<file path="src/design/tcb_mem_pkg.sv">
// package: lane count, byte and word widths, transfer size and port mode enums
package tcb_mem_pkg;

    //////////////////////////////
    // bus geometry
    //////////////////////////////

    // byte lanes in one bus word
    localparam int unsigned BYT = 4;

    // bits in one byte lane
    localparam int unsigned BW = 8;

    // full data word width
    localparam int unsigned DW = BYT * BW;

    // width of a lane index, log2 of the lane count
    localparam int unsigned LANE_W = $clog2(BYT);

    //////////////////////////////
    // request encodings
    //////////////////////////////

    // log2 of the transfer size in bytes
    // code 3 would be a double word, not supported on a 32-bit bus
    typedef enum logic [1:0] {
        SIZ_BYTE = 2'd0,
        SIZ_HALF = 2'd1,
        SIZ_WORD = 2'd2
    } tcb_siz_t;

    // port addressing mode
    // log size: the request carries siz, bytes counted from adr
    // byte enable: the request carries a lane mask in byt
    typedef enum logic {
        MODE_LOG_SIZE = 1'b0,
        MODE_BYTE_ENA = 1'b1
    } tcb_mode_t;

endpackage : tcb_mem_pkg

</file>
<file path="src/design/tcb_port_align.sv">
// module tcb_port_align: lane request aligner and read data realigner for one port
module tcb_port_align import tcb_mem_pkg::*; #(
    // addressing mode of this port
    parameter tcb_mode_t   MOD = MODE_LOG_SIZE,
    // byte address width
    parameter int unsigned AW  = 8
) (
    input  logic                          tcb,
    input  logic                          rst_n,
    // bus request
    input  logic                          vld,
    input  logic                          wen,
    input  logic [AW-1:0]                 adr,
    input  tcb_siz_t                      siz,
    input  logic [BYT-1:0]                byt,
    input  logic [DW-1:0]                 wdt,
    // bus response data
    output logic [DW-1:0]                 rdt,
    // lane request toward the bank
    output logic                          req,
    output logic                          wen_o,
    output logic [BYT-1:0]                lane_en,
    output logic [BYT-1:0][AW-LANE_W-1:0] lane_row,
    output logic [BYT-1:0][BW-1:0]        lane_wdt,
    // registered lane bytes from the bank
    input  logic [BYT-1:0][BW-1:0]        lane_rdt
);

    // row address width
    localparam int unsigned RW = AW - LANE_W;

    // start lane and start row of the request
    logic [LANE_W-1:0] off;
    logic [RW-1:0]     row;

    // state captured at a read transfer, used one cycle later
    logic [LANE_W-1:0] rd_off;
    logic [BYT-1:0]    rd_en;

    //////////////////////////////
    // request path
    //////////////////////////////

    assign off = adr[LANE_W-1:0];
    assign row = adr[AW-1:LANE_W];

    // no back-pressure, every vld cycle is a transfer
    assign req   = vld;
    assign wen_o = wen;

    always_comb begin
        logic [LANE_W-1:0] idx;
        for (int l = 0; l < BYT; l++) begin
            // request byte that lands on lane l
            idx = LANE_W'(l) - off;
            if (MOD == MODE_LOG_SIZE) begin
                // first 2**siz request bytes are active
                lane_en[l]  = int'(idx) < (1 << int'(siz));
                // size mode data is packed from byte 0, rotate by start lane
                lane_wdt[l] = wdt[BW*idx +: BW];
            end else begin
                // mask and data are already in lane order
                lane_en[l]  = byt[l];
                lane_wdt[l] = wdt[BW*l +: BW];
            end
            // lanes below the start lane wrapped past the word boundary
            // so they sit in the next row, wrapping at the top of memory
            lane_row[l] = (LANE_W'(l) < off) ? row + RW'(1) : row;
        end
    end

    //////////////////////////////
    // response path
    //////////////////////////////

    // remember how the read was spread over the lanes
    // writes leave this alone, so the last read response holds
    always_ff @(posedge tcb or negedge rst_n) begin
        if (!rst_n) begin
            rd_off <= '0;
            rd_en  <= '0;
        end else if (vld && !wen) begin
            rd_off <= off;
            rd_en  <= lane_en;
        end
    end

    // rotate lane bytes back to request order, inactive bytes read zero
    always_comb begin
        logic [LANE_W-1:0] lane;
        for (int b = 0; b < BYT; b++) begin
            if (MOD == MODE_LOG_SIZE) begin
                lane = rd_off + LANE_W'(b);
            end else begin
                lane = LANE_W'(b);
            end
            rdt[BW*b +: BW] = rd_en[lane] ? lane_rdt[lane] : '0;
        end
    end

    //////////////////////////////
    // checks
    //////////////////////////////

    // a size-mode port only ever carries byte, half or word transfers
    siz_range: assert property (
        @(posedge tcb) disable iff (!rst_n)
        (vld && (MOD == MODE_LOG_SIZE)) |-> (siz <= SIZ_WORD)
    ) else $error("size-mode transfer wider than a word");

endmodule : tcb_port_align

</file>
<file path="config.mk">
export PLATFORM = sky130hd
export DESIGN_NAME = tcb_port_align
export DESIGN_NICKNAME = d
export VERILOG_FILES = /design/src/design/tcb_mem_pkg.sv /design/src/design/tcb_port_align.sv
export SDC_FILE = /design/constraint.sdc
export NUM_CORES = 1
export LEC_CHECK = 0
export BUFFER_PORTS_ARGS = -buffer_cell sky130_fd_sc_hd__buf_2
export CORE_ASPECT_RATIO = 1.25
export CORE_MARGIN = 4
export CORE_UTILIZATION = 40
export CTS_CLUSTER_SIZE = 28
export DETAILED_ROUTE_END_ITERATION = 16
export PLACE_DENSITY = 0.8
export SLEW_MARGIN = 30
export SYNTH_ARGS = -nofsm -noshare
export SYNTH_HDL_FRONTEND = slang
export SYNTH_SLANG_ARGS = --single-unit
</file>
<file path="constraint.sdc">
create_clock -name tcb -period 2 [get_ports tcb]
set_input_delay 0.1 -clock tcb [delete_from_list [all_inputs] [get_ports tcb]]
set_output_delay 0.1 -clock tcb [all_outputs]
set_load 0.01 [all_outputs]
</file>
[After elaboration in Yosys (flattened, before gate mapping)]
Cells that the tools add are included.
Operators by class
  add/subtract/negate cells: 8
  multiply operators: 0
  div/mod/pow operators: 0
  magnitude comparators: 12
  eq/ne operators: 0
  shift-type cells: 5
  multiplexer cells: 24
  bitwise logic cells: 0
  reduce and logical (&&, ||, !) cells: 2
Operator list (count)
  3-bit by 32-bit < comparator with 1-bit output: 4
  32-bit by 6-bit indexed part select with 8-bit output: 4
  8-bit binary-select mux with 2-bit select: 4
  8-bit two-way mux: 8
  1-bit by 2-bit << shifter with 32-bit output, first input constant: 1
  6-bit two-way mux: 4
  2-bit by 3-bit < comparator with 1-bit output, second input constant: 4
  1-bit binary-select mux with 2-bit select: 4
  6-bit by 1-bit adder with 6-bit output, second input constant: 1
  2-bit adder, second input constant: 2
  1-bit by 2-bit < comparator with 1-bit output, first input constant: 2
  2-bit < comparator, first input constant: 2
  1-bit two-way mux: 4
  1-bit by 2-bit subtractor with 2-bit output, first input constant: 2
  2-bit subtractor, first input constant: 2
  2-bit by 1-bit adder with 2-bit output, second input constant: 1
  1-bit logical AND: 1
  1-bit zero test: 1
Word-level totals
  register bits after elaboration: 6
  bits in latches: 0
  bits in writable memories: 0
  bits in read-only memories: 0
  input bits: 82
  output and inout bits: 94
  word-level logic and storage cells: 53
  memories: 0

[Longest topological paths before layout]
  word-level depth: 4
  gate-level depth with buffers: 11

[Worst setup path before layout]
Ideal clock, no wire load.
  path type: input to output
  start point: input adr[0]
  end point: output lane_en[2]
  data arrival time: 2.100 ns
  setup slack: -0.200 ns
  stages on the path: 11
  path buffers: 5
  cells stage by stage: buf_4 -> buf_4 -> buf_4 -> inv_1 -> ha_1 -> buf_2 -> buf_2 -> inv_1 -> ha_1 -> a21oi_1 -> or2_2
On the way
  longest elaborated chain between the ends: 2
Ends and longest elaborated chain
  from (decl): line tcb_port_align.sv:13  | input logic [AW-1:0] adr,
  2-bit subtractor: line tcb_port_align.sv:55  | idx = LANE_W'(l) - off;
  3-bit by 32-bit < comparator with 1-bit output: line tcb_port_align.sv:58  | lane_en[l] = int'(idx) < (1 << int'(siz));
  to (decl): line tcb_port_align.sv:22  | output logic [BYT-1:0] lane_en,
No other way between the ends.

[Worst setup path after layout]
  start point: register rd_off[1]
  end point: output rdt[2]
On the way
  longest elaborated chain between the ends: 3
  elaborated cells on any way between the ends: 5
  those cells by class: mux (5)
Ends and longest elaborated chain
  from (decl): line tcb_port_align.sv:37  | logic [LANE_W-1:0] rd_off;
  from (signal assigned): line tcb_port_align.sv:80  | rd_off <= '0;
  from (signal assigned): line tcb_port_align.sv:83  | rd_off <= off;
  8-bit binary-select mux with 2-bit select / 1-bit binary-select mux with 2-bit select (equally long branches): line tcb_port_align.sv:97  | rdt[BW*b +: BW] = rd_en[lane] ? lane_rdt[lane] : '0;
  8-bit two-way mux (implied by the code) / 1-bit two-way mux (equally long branches): line tcb_port_align.sv:97
  8-bit two-way mux (*): line tcb_port_align.sv:97
  to (decl): line tcb_port_align.sv:18  | output logic [DW-1:0] rdt,
Every way passes the cells marked *; elsewhere a longest branch is shown, timed or not. The select of a mux whose other input is x is not followed.

==> qor.yml <==
status: "complete, no violations"
tightest_slew_ps: 566
fin_crit_ps: 1910
core-area_um2: 6610
cts_made_buffers: 3
row_count: 33
synth-edff-count: 0
start_util_pct: 41.2
cts_tree: "done"
routabilityCongestion: 0.843
yosysUniqueCellTypes: 29
required_ps: 1900
max-slew-margin-rel_pct: 62.2
dpl.cell_count: 440
synth_top_area_cell: "mux4_2"
first_pass_iters: 4
power_leakage_nw: 1.62
ys_warn_count: 0
critPathMaxFanout: 32
critical_path_class: "reg -> out"
die_w_um: 81.7
yosys.area.top_type_share_pct: 45.6
nFillCells: 573
tns_ps: 0
setup_violations: 0
final_max_slew_viol_count: 0
ctsResizeCount: 0
die_h_um: 100
syn-mean-instance-area_um2: 13.3
rsz0062_at_grt: "no"
ff_latch_area_um2: 153
antenna_left: 0
critPathSlowestCell: "mux4_1"
wirelength_um: 7600
viasPerCell: 5.67
synth_common_cells: "mux4_2, nor2b_1, buf_4"
skew_ps: 0
hold_path_class: "in -> reg"
synth_seq_cells: 6
fmax_mhz: 524
drive_above_1_share_pct: 72.3
drt_iter0_markers: 65
power.density_nw_per_um2: 518
max_cap_violations: 0
vdd_drop_max_mv: 0.258
cp.arrival_ps: 1810
wl_per_cell_um: 17.1
syn_area_um2: 2720
cts_num_sinks: 6
root_buffer: "clkbuf_8"
yosysMostFrequentCell: "mux4_2"
path_cells: "buf_12 -> mux4_1 -> nor2b_1 -> buf_2"
ys_async_sr_fraction_pct: 100
max_stage_delay_ps: 570
grt_pass1_wl_um: 11800
port_buffers: 171
via_count: 2519
finalHoldViolations: 0
fin_crit_sh_pct: 95.4
overflow: 0
antenna_found_initial: 0
startpoint_type: "register"
clk_path_buf_depth: 2
syn_inst: 204
first_global_vias: 2535
synthFlopType: "dfrtp_1"
dieArea_um2: 8190
ctsHtreeMaxLevel: 1
synthesis.nets: 293
final_nets: 448
clk_latency_ps: 220
drc_errors: 0
synth_area_leaders: "mux4_2, mux4_1, nor2b_1, dfrtp_1, buf_4"
grt_use_total_pct: 18.1
antenna_cells: 0
end_kind: "primary output"
stdcell_count: 444
grt_max_degree: 38
crit_family: "multiplexers"
dp_hpwl_um: 6340
multi_input_area_um2: 2320
path_clk_slew_ps: 30
cp_num_buf_inv: 2
seq_area_frac_synth_pct: 5.52
ios: 176
syn2layout_area_growth_pct: 31.7
==> worst min-delay path, stage by stage <==
cell,delay (ps)
buf_2,110
inv_1,100
a31oi_1,80
==> metrics by stage <==
| stage | util (%) | setup WS (ps) | area, um2 | power, mW | hold WS (ps) |
|---|---|---|---|---|---|
| 5_1_grt | 54.2 | 18.4 | 3580 | 2.00 | 252 |
| 2_1_floorplan | - | 6.58 | 2740 | 1.22 | -196 |
| 3_5_place_dp | 53.4 | 305 | 3530 | 1.69 | -67.5 |
| 4_1_cts | 54.2 | 75.8 | 3580 | 1.87 | 216 |
| 3_3_place_gp | 53.4 | 328 | 3530 | 1.66 | -74.2 |
| 6_report | 54.2 | 91.9 | 3580 | 1.85 | 224 |
==> cells by family (layout without fill, tap and decap cells) <==
logic type	Yosys count	in the layout	share of synthesized area (%)
compound gates	8	8	2.03
xor+xnor	15	15	4.83
fa+ha+maj	7	7	3.22
buf+inv	33	186	9.07
flops	6	6	5.52
mux	77	77	61.9
simple gates	58	58	13.5
==> registers in the layout, summed over array words and instances (netlist names) <==
name	flops
rd_en	4
rd_off	2
==> final timing paths <==
| check | slack (ps) | depth (start not counted) | end | from |
|---|---|---|---|---|
| setup / recovery | 90 | 4 | rdt[2] | rd_off[1] |
| max in group asynchronous | 1580 | 2 | rd_off[0] | rst_n |
| hold reg to reg | 540 | 1 | rd_en[3] | rd_en[3] |
| setup reg to reg | 1010 | 2 | rd_off[0] | rd_off[0] |
| min in group asynchronous | 260 | 2 | rd_en[2] | rst_n |
| hold / removal | 220 | 3 | rd_en[1] | siz[1] |
==> report_power, final <==
part           leakage, nW  internal [mW]  switching [mW]  total (mW)
registers           0.0629          0.141          0.0203       0.161
logic                 1.53          0.802           0.716        1.52
clock network       0.0216          0.129          0.0471       0.176
total                 1.62           1.07           0.783        1.85
==> cell type report <==
cell class,count,share of cell area [%]
repair buffers,178,26.1
inverters,5,0.524
clock buffers,3,1.15
flip-flops and latches,6,4.26
multi-input cells,165,64.9
well taps,87,3.04
==> cell usage in the layout, fill, tap and decap left out, drive strengths merged, types with 4 or more instances in the layout <==
cell type,synthesis,layout
mux2,9,9
buf,26,177
inv,5,5
nand2,6,6
dfrtp,6,6
mux2i,4,4
mux4,64,64
or2,4,4
ha,7,7
xor2,4,4
nor2b,33,33
nand3,5,5
xnor2,11,11
==> metal layers <==
layer / up-vias / part of all wire, % / global-route usage (%)
met3: 11 / 13 / 4.85
met5: - / 0 / 0
met4: 0 / 1.7 / 3.71
met1: 1211 / 35 / 20.3
li1: 1135 / - / -
met2: 162 / 51 / 33.8
==> repair_timing <==
| item | CTS | global route |
|---|---|---|
| hold endpoints to repair | 6 | 0 |
| hold buffers | 1 | 0 |
| buffers inserted | 0 | 0 |
(Power assumes the default switching activity.)
