### config.mk
export PLATFORM = sky130hd
export DESIGN_NAME = tcb_byte_bank
export DESIGN_NICKNAME = d
export VERILOG_FILES = /design/src/design/tcb_mem_pkg.sv /design/src/design/tcb_byte_bank.sv
export SDC_FILE = /design/constraint.sdc
export NUM_CORES = 2
export LEC_CHECK = 0
export ABC_AREA = 0
export BUFFER_PORTS_ARGS = -buffer_cell sky130_fd_sc_hd__buf_2
export CAP_MARGIN = 20
export CORE_AREA = 2 2 561 563
export CTS_CLUSTER_DIAMETER = 120
export DETAILED_ROUTE_END_ITERATION = 8
export DIE_AREA = 0 0 563 565
export GPL_ROUTABILITY_DRIVEN = 0
export HOLD_SLACK_MARGIN = 0.12
export MAX_ROUTING_LAYER = met4
export PLACE_DENSITY = 0.67
export SLEW_MARGIN = 20
export SYNTH_ARGS = -nofsm -noshare
export SYNTH_HDL_FRONTEND = slang
export SYNTH_SLANG_ARGS = --single-unit
### constraint.sdc
create_clock -name tcb -period 2.51 [get_ports tcb]
set_input_delay 0.251 -clock tcb [delete_from_list [all_inputs] [get_ports tcb]]
set_output_delay 0.251 -clock tcb [all_outputs]
set_load 0.02 [all_outputs]
### src/design/tcb_mem_pkg.sv
// package: lane count, byte and word widths, transfer size and port mode enums
package tcb_mem_pkg;

    //////////////////////////////
    // bus geometry
    //////////////////////////////

    // byte lanes in one bus word
    localparam int unsigned BYT = 4;

    // bits in one byte lane
    localparam int unsigned BW = 8;

    // full data word width
    localparam int unsigned DW = BYT * BW;

    // width of a lane index, log2 of the lane count
    localparam int unsigned LANE_W = $clog2(BYT);

    //////////////////////////////
    // request encodings
    //////////////////////////////

    // log2 of the transfer size in bytes
    // code 3 would be a double word, not supported on a 32-bit bus
    typedef enum logic [1:0] {
        SIZ_BYTE = 2'd0,
        SIZ_HALF = 2'd1,
        SIZ_WORD = 2'd2
    } tcb_siz_t;

    // port addressing mode
    // log size: the request carries siz, bytes counted from adr
    // byte enable: the request carries a lane mask in byt
    typedef enum logic {
        MODE_LOG_SIZE = 1'b0,
        MODE_BYTE_ENA = 1'b1
    } tcb_mode_t;

endpackage : tcb_mem_pkg

### src/design/tcb_byte_bank.sv
// module tcb_byte_bank: two-port byte-lane storage, write priority, permission and read capture
module tcb_byte_bank import tcb_mem_pkg::*; #(
    // memory size in bytes, power of two
    parameter int unsigned SIZE = 256,
    // byte address width
    parameter int unsigned AW   = $clog2(SIZE),
    // write permission, bit N allows writes from port N
    parameter logic [1:0]  WRM  = 2'b11
) (
    input  logic                          tcb,
    input  logic                          rst_n,
    // port 0 lane request and response
    input  logic                          p0_req,
    input  logic                          p0_wen,
    input  logic [BYT-1:0]                p0_lane_en,
    input  logic [BYT-1:0][AW-LANE_W-1:0] p0_lane_row,
    input  logic [BYT-1:0][BW-1:0]        p0_lane_wdt,
    output logic [BYT-1:0][BW-1:0]        p0_lane_rdt,
    output logic                          p0_err,
    // port 1 lane request and response
    input  logic                          p1_req,
    input  logic                          p1_wen,
    input  logic [BYT-1:0]                p1_lane_en,
    input  logic [BYT-1:0][AW-LANE_W-1:0] p1_lane_row,
    input  logic [BYT-1:0][BW-1:0]        p1_lane_wdt,
    output logic [BYT-1:0][BW-1:0]        p1_lane_rdt,
    output logic                          p1_err
);

    // rows per lane and row address width
    localparam int unsigned ROWS = SIZE / BYT;
    localparam int unsigned RW   = AW - LANE_W;
    // number of ports
    localparam int unsigned PN   = 2;

    // both ports side by side, index is the port number
    logic [PN-1:0]                  req;
    logic [PN-1:0]                  wen;
    logic [PN-1:0][BYT-1:0]         en;
    logic [PN-1:0][BYT-1:0][RW-1:0] row;
    logic [PN-1:0][BYT-1:0][BW-1:0] wdt;
    logic [PN-1:0][BYT-1:0][BW-1:0] rdt;
    logic [PN-1:0]                  err;

    // lane write strobes after the permission mask
    logic [PN-1:0][BYT-1:0]         we;

    // one byte column per lane
    logic [BW-1:0] mem [BYT][ROWS];

    assign req = {p1_req, p0_req};
    assign wen = {p1_wen, p0_wen};
    assign en  = {p1_lane_en, p0_lane_en};
    assign row = {p1_lane_row, p0_lane_row};
    assign wdt = {p1_lane_wdt, p0_lane_wdt};

    assign p0_lane_rdt = rdt[0];
    assign p1_lane_rdt = rdt[1];
    assign p0_err      = err[0];
    assign p1_err      = err[1];

    //////////////////////////////
    // write
    //////////////////////////////

    always_comb begin
        for (int p = 0; p < PN; p++) begin
            we[p] = (req[p] && wen[p] && WRM[p]) ? en[p] : '0;
        end
    end

    // port 1 is applied last, so it wins on the same byte
    always_ff @(posedge tcb) begin
        for (int l = 0; l < BYT; l++) begin
            for (int p = 0; p < PN; p++) begin
                if (we[p][l]) begin
                    mem[l][row[p][l]] <= wdt[p][l];
                end
            end
        end
    end

    //////////////////////////////
    // read and error response
    //////////////////////////////

    // sampled at the same edge as the write, so old data comes back
    always_ff @(posedge tcb or negedge rst_n) begin
        if (!rst_n) begin
            rdt <= '0;
            err <= '0;
        end else begin
            for (int p = 0; p < PN; p++) begin
                for (int l = 0; l < BYT; l++) begin
                    if (req[p] && !wen[p] && en[p][l]) begin
                        rdt[p][l] <= mem[l][row[p][l]];
                    end
                end
                // err follows each transfer and holds until the next one
                if (req[p]) begin
                    err[p] <= wen[p] && !WRM[p];
                end
            end
        end
    end

    //////////////////////////////
    // checks
    //////////////////////////////

    for (genvar p = 0; p < PN; p++) begin : g_chk
        // transfer strobe stays clean once out of reset
        req_known: assert property (
            @(posedge tcb) disable iff (!rst_n)
            !$isunknown(req[p])
        ) else $error("port %0d request strobe unknown", p);
        // an error response only ever answers a denied write
        err_cause: assert property (
            @(posedge tcb) disable iff (!rst_n)
            $rose(err[p]) |-> ($past(req[p] && wen[p]) && !WRM[p])
        ) else $error("port %0d error without a denied write", p);
    end

endmodule : tcb_byte_bank

# Yosys cells after proc, flatten, opt, wreduce, memory -nomap -nowiden
# Memory sizes are Yosys's and may differ from the RTL's.
# Index checks and enable logic that the tools add are counted.
dict set report word_totals {
  register_bits 64
  ramBits 2048
  out_inout_bits 66
  word_cells 4209
  inputBits 126
  mem_count 1
}
dict set report op_classes {
  order_cmp 16
  n_mux 2106
  bitwise 2056
  reduce_logical 22
}
# name words width read_ports rd_clocked_by_memory_dff wr line_no
set mem_list {}
lappend mem_list {mem 4 512 4 0 4 tcb_byte_bank.sv:49} ;# logic [BW-1:0] mem [BYT][ROWS];
# op count
set ops {}
lappend ops {{$mux W512} 8}
lappend ops {{$mux W1} 2056}
lappend ops {{$or A1 B1 Y1} 2048}
lappend ops {{$bmux W8 S6} 8}
lappend ops {{$demux W8 S6} 8}
lappend ops {{$mux W8} 24}
lappend ops {{$ge A7 B7 Y1 const B} 8}
lappend ops {{$lt A7 B1 Y1 const B} 8}
lappend ops {{$not A6 Y7} 8}
lappend ops {{$logic_and A1 B1 Y1} 20}
lappend ops {{$mux W4} 2}
lappend ops {{$logic_not A1 Y1} 2}

# Longest topological paths before layout
dict set report logic_depth {
  ltp_word 7
  mapped_depth 11
  mapped_depth_nobuf 6
}

# Worst setup path before layout
# Ideal clock, no wire load.
dict set report synth_path {
  path_type {input to register}
  start {input p0_lane_row[8] (netlist name)}
  end {memory mem[1][240] (netlist name) (enable)}
  n_path_buf 5
  arrival_ps 2107
  setup_slack_ps 19
  stages 8
  setup_time_ps 384
  required_time_ps 2126
  path_cell_list {buf_2 -> buf_2 -> buf_4 -> buf_2 -> buf_2 -> nor2b_1 -> nand2_1 -> o21ai_0}
}
# item line_no
set synth_lines {}
lappend synth_lines {{start: declaration} tcb_byte_bank.sv:16} ;# input logic [BYT-1:0][AW-LANE_W-1:0] p0_lane_row,
lappend synth_lines {{end: declaration} tcb_byte_bank.sv:49}

==> reports/metrics.cfg <==
[run_status]
status = complete, but fails checks
violations = DRC, setup timing

[final_layout]
finish.utilization = 0.495
fin_nets = 10800
seq_area_mm2 = 0.0631
drive_above_1_share = 0.491
final_cells = 15000
n_fill_cell = 26600
syn_to_final_growth_pct = 21.1
multi_input_area_mm2 = 0.0595

[global_routing]
grt_max_degree = 65
gr-total-overflow = 0
grt_use_total = 0.332
grt_pass1_wl_um = 750000
grt_pass1_vias = 101000
antenna_found_initial = 46

[route]
viasPerCell = 6.97
drt_iter0_markers = 20000
drcViolationCount = 77
drtAntennaViolNets = 0
routedWlPerCell_um = 35.3
dr.pass1.iters = 9
routed_wl_um = 530000
vias = 105000

[synthesis]
synth_area_leaders = edfxtp_1 48%, mux2_2 21%, mux4_2 7.0%, mux2i_1 2.9%, a221oi_1 2.7%
ys_seq_elements = 2112
yosys_warnings = 0
ys.flop_type = edfxtp_1
synth_async_sr_flop_share = 0.0303
yosysSeqAreaShare = 0.495
synth_most_common_cell = mux2_2
synth_top_cell_area_share = 0.483
synth_area_leader_cell = edfxtp_1
ys_types = 81
synth_common_cells = 2370 x mux2_2, 2048 x edfxtp_1, 653 x clkbuf_1
syn-cell-area_mm2 = 0.127
synth_edf_count = 2048
synth_cells = 9489
synth.avg_cell_area_um2 = 13.4

[placement]
hpwl_um = 367000
io_buffer_count = 189
place_inst = 14400

[timing]
tightest_slew_ns = 1.31
grt_setup_unrepaired = true
drv_slew = 0
timing.final.ws_setup_ns = -0.0415
fin_crit_sh = 1.02
finalSetupViolCount = 2
finClkSkew_ns = 0.0791
slew_headroom = 0.118
fin_crit_ns = 2.55
holdWs_ns = 0.153
finalHoldViolations = 0
fmax_mhz = 392

[pwr]
powerDensity_mw_per_mm2 = 574
internal-power_w = 0.0649
power.leakage_nw = 52.1
ir_drop_mv = 0.687
power_switching_w = 0.0236
p_clk_frac = 0.410
power.share.sequential = 0.447
power_frac_comb = 0.143
power_w = 0.0886
swShare = 0.267

[critical_path]
reg2regPathDepth = 5
arrival_ns = 3.38
critical_path_class = flip-flop to flip-flop
rrSetupSlack_ns = -0.04
critical_path_required_ns = 3.34
critPathLaunchType = flip-flop
rr_startpoint = mem[3][193]$_DFFE_PP_
cp_max_fo = 2
crit_path_end_kind = flip-flop
crit-reg2reg-capture = p1_lane_rdt[25]$_DFFE_PN0P_

[floorplanning]
core.rowCount = 205
ios = 192
coreArea_mm2 = 0.311
die_w_um = 563
dieArea_mm2 = 0.318
die_y_um = 565
start_util = 0.409

[clock_tree]
cts_sinks = 2112
clk_path_buf_depth = 4
cts_root_buf = clkbuf_16
cts.clk_slew.worst_paths_ns = 0.07
cts_buffers = 239
insertion_delay_ns = 0.97
htreeDepth = 4
tritoncts = done

[hold_path]
worst_hold_path_type = primary input to flip-flop
min-delay-start = p0_lane_wdt[29]
whs_path_depth = 3
hold_end = mem[3][45]$_DFFE_PP_

[job]
drv_cap = 0

## registers in the layout, indices dropped and copies added (netlist names)
name / count
mem: 2048
p0_lane_rdt: 32
p1_lane_rdt: 32
## power groups by stage
| stage | logic (W) | registers, W | clock network, W |
|---|---|---|---|
| floorplan | 0.00634 | 0.0402 | 0 |
| finish | 0.0126 | 0.0396 | 0.0363 |
| global placement | 0.0116 | 0.0402 | 0 |
| CTS | 0.0120 | 0.0395 | 0.0363 |
| global route | 0.0128 | 0.0396 | 0.0377 |
| detailed placement | 0.0118 | 0.0403 | 0 |
## per-stage QoR
stage	cell area [µm²]	setup TNS [ns]	worst slack [ns]
2_1_floorplan	127000	0	0.0193
3_3_place_gp	145000	-423.05	-0.439
3_5_place_dp	145000	-580.41	-0.529
4_1_cts	154000	0	0.0264
5_1_grt	154000	-0.0648	-0.0632
6_report	154000	-0.0546	-0.0415
## layout by cell type, fill, tap and decap left out, types with 54 or more instances in the layout
master,synthesis,final
mux4_2,394,394
a22oi_1,273,272
clkbuf_16,0,244
o21ai_0,224,224
dfrtp_1,64,64
a221oi_1,394,392
nor2_2,189,196
diode_2,0,57
nor2_1,312,304
buf_4,65,1466
a21oi_1,225,225
o22ai_1,366,365
a22o_1,56,56
dlygate4sd3_1,0,91
edfxtp_1,2048,2048
nand3_1,95,94
a221o_1,58,58
buf_12,0,273
buf_2,260,164
mux2i_1,365,363
nand2_1,277,277
mux2_2,2370,2370
clkinv_1,6,54
## worst max-delay path by stage
stage	startpoint	to	depth (start not counted)
after floorplan	p0_lane_row[8]	mem[1][240]$_DFFE_PP_	8
after global placement	p1_req	mem[2][229]$_DFFE_PP_	9
after detailed placement	p1_req	mem[2][228]$_DFFE_PP_	9
after CTS	mem[1][144]$_DFFE_PP_	p1_lane_rdt[8]$_DFFE_PN0P_	7
after global routing	mem[3][449]$_DFFE_PP_	p1_lane_rdt[25]$_DFFE_PN0P_	5
final	mem[3][193]$_DFFE_PP_	p1_lane_rdt[25]$_DFFE_PN0P_	5
## worst max-delay path, cell delays in order, from the launching register on
cell	delay, ns
edfxtp_1	0.38
mux4_2	0.47
a22o_1	0.25
a222oi_1	0.78
o21ai_1	0.22
o32a_1	0.34
## metal layers
metal,up-vias,GRT usage,routed length (µm)
met3,2679,0.115,81500
li1,40800,-,-
met5,-,-,0
met4,0,0.197,42900
met2,10000,0.469,221000
met1,51400,0.409,185000
## area by class of cell
type                            instances  area share
Tap cell                             4140      0.0336
Sequential cell                      2112       0.409
Clock buffer                          278      0.0404
Clock inverter                        162      0.0108
Multi-Input combinational cell       6254       0.386
Antenna cell                           57    0.000925
Inverter                               25    0.000608
Timing Repair Buffer                 2009       0.119
## what timing repair did
action	4_1_cts	5_1_grt
hold buffers	92	0
pin swaps	0	2
buffers inserted	0	2
hold endpoints to repair	1128	0
cloned	0	0
endpoints found under the setup margin	1	11
gates resized for setup	2	12
## cells by family after synthesis
kind of cell           share of synthesized area
multiplexers                               0.310
flip-flops                                 0.495
AO/OA/AOI/OAI                              0.111
AND/OR/NAND/NOR                           0.0456
buffers and inverters                     0.0388
other                                  0.0000294
(Power assumes the default switching activity.)
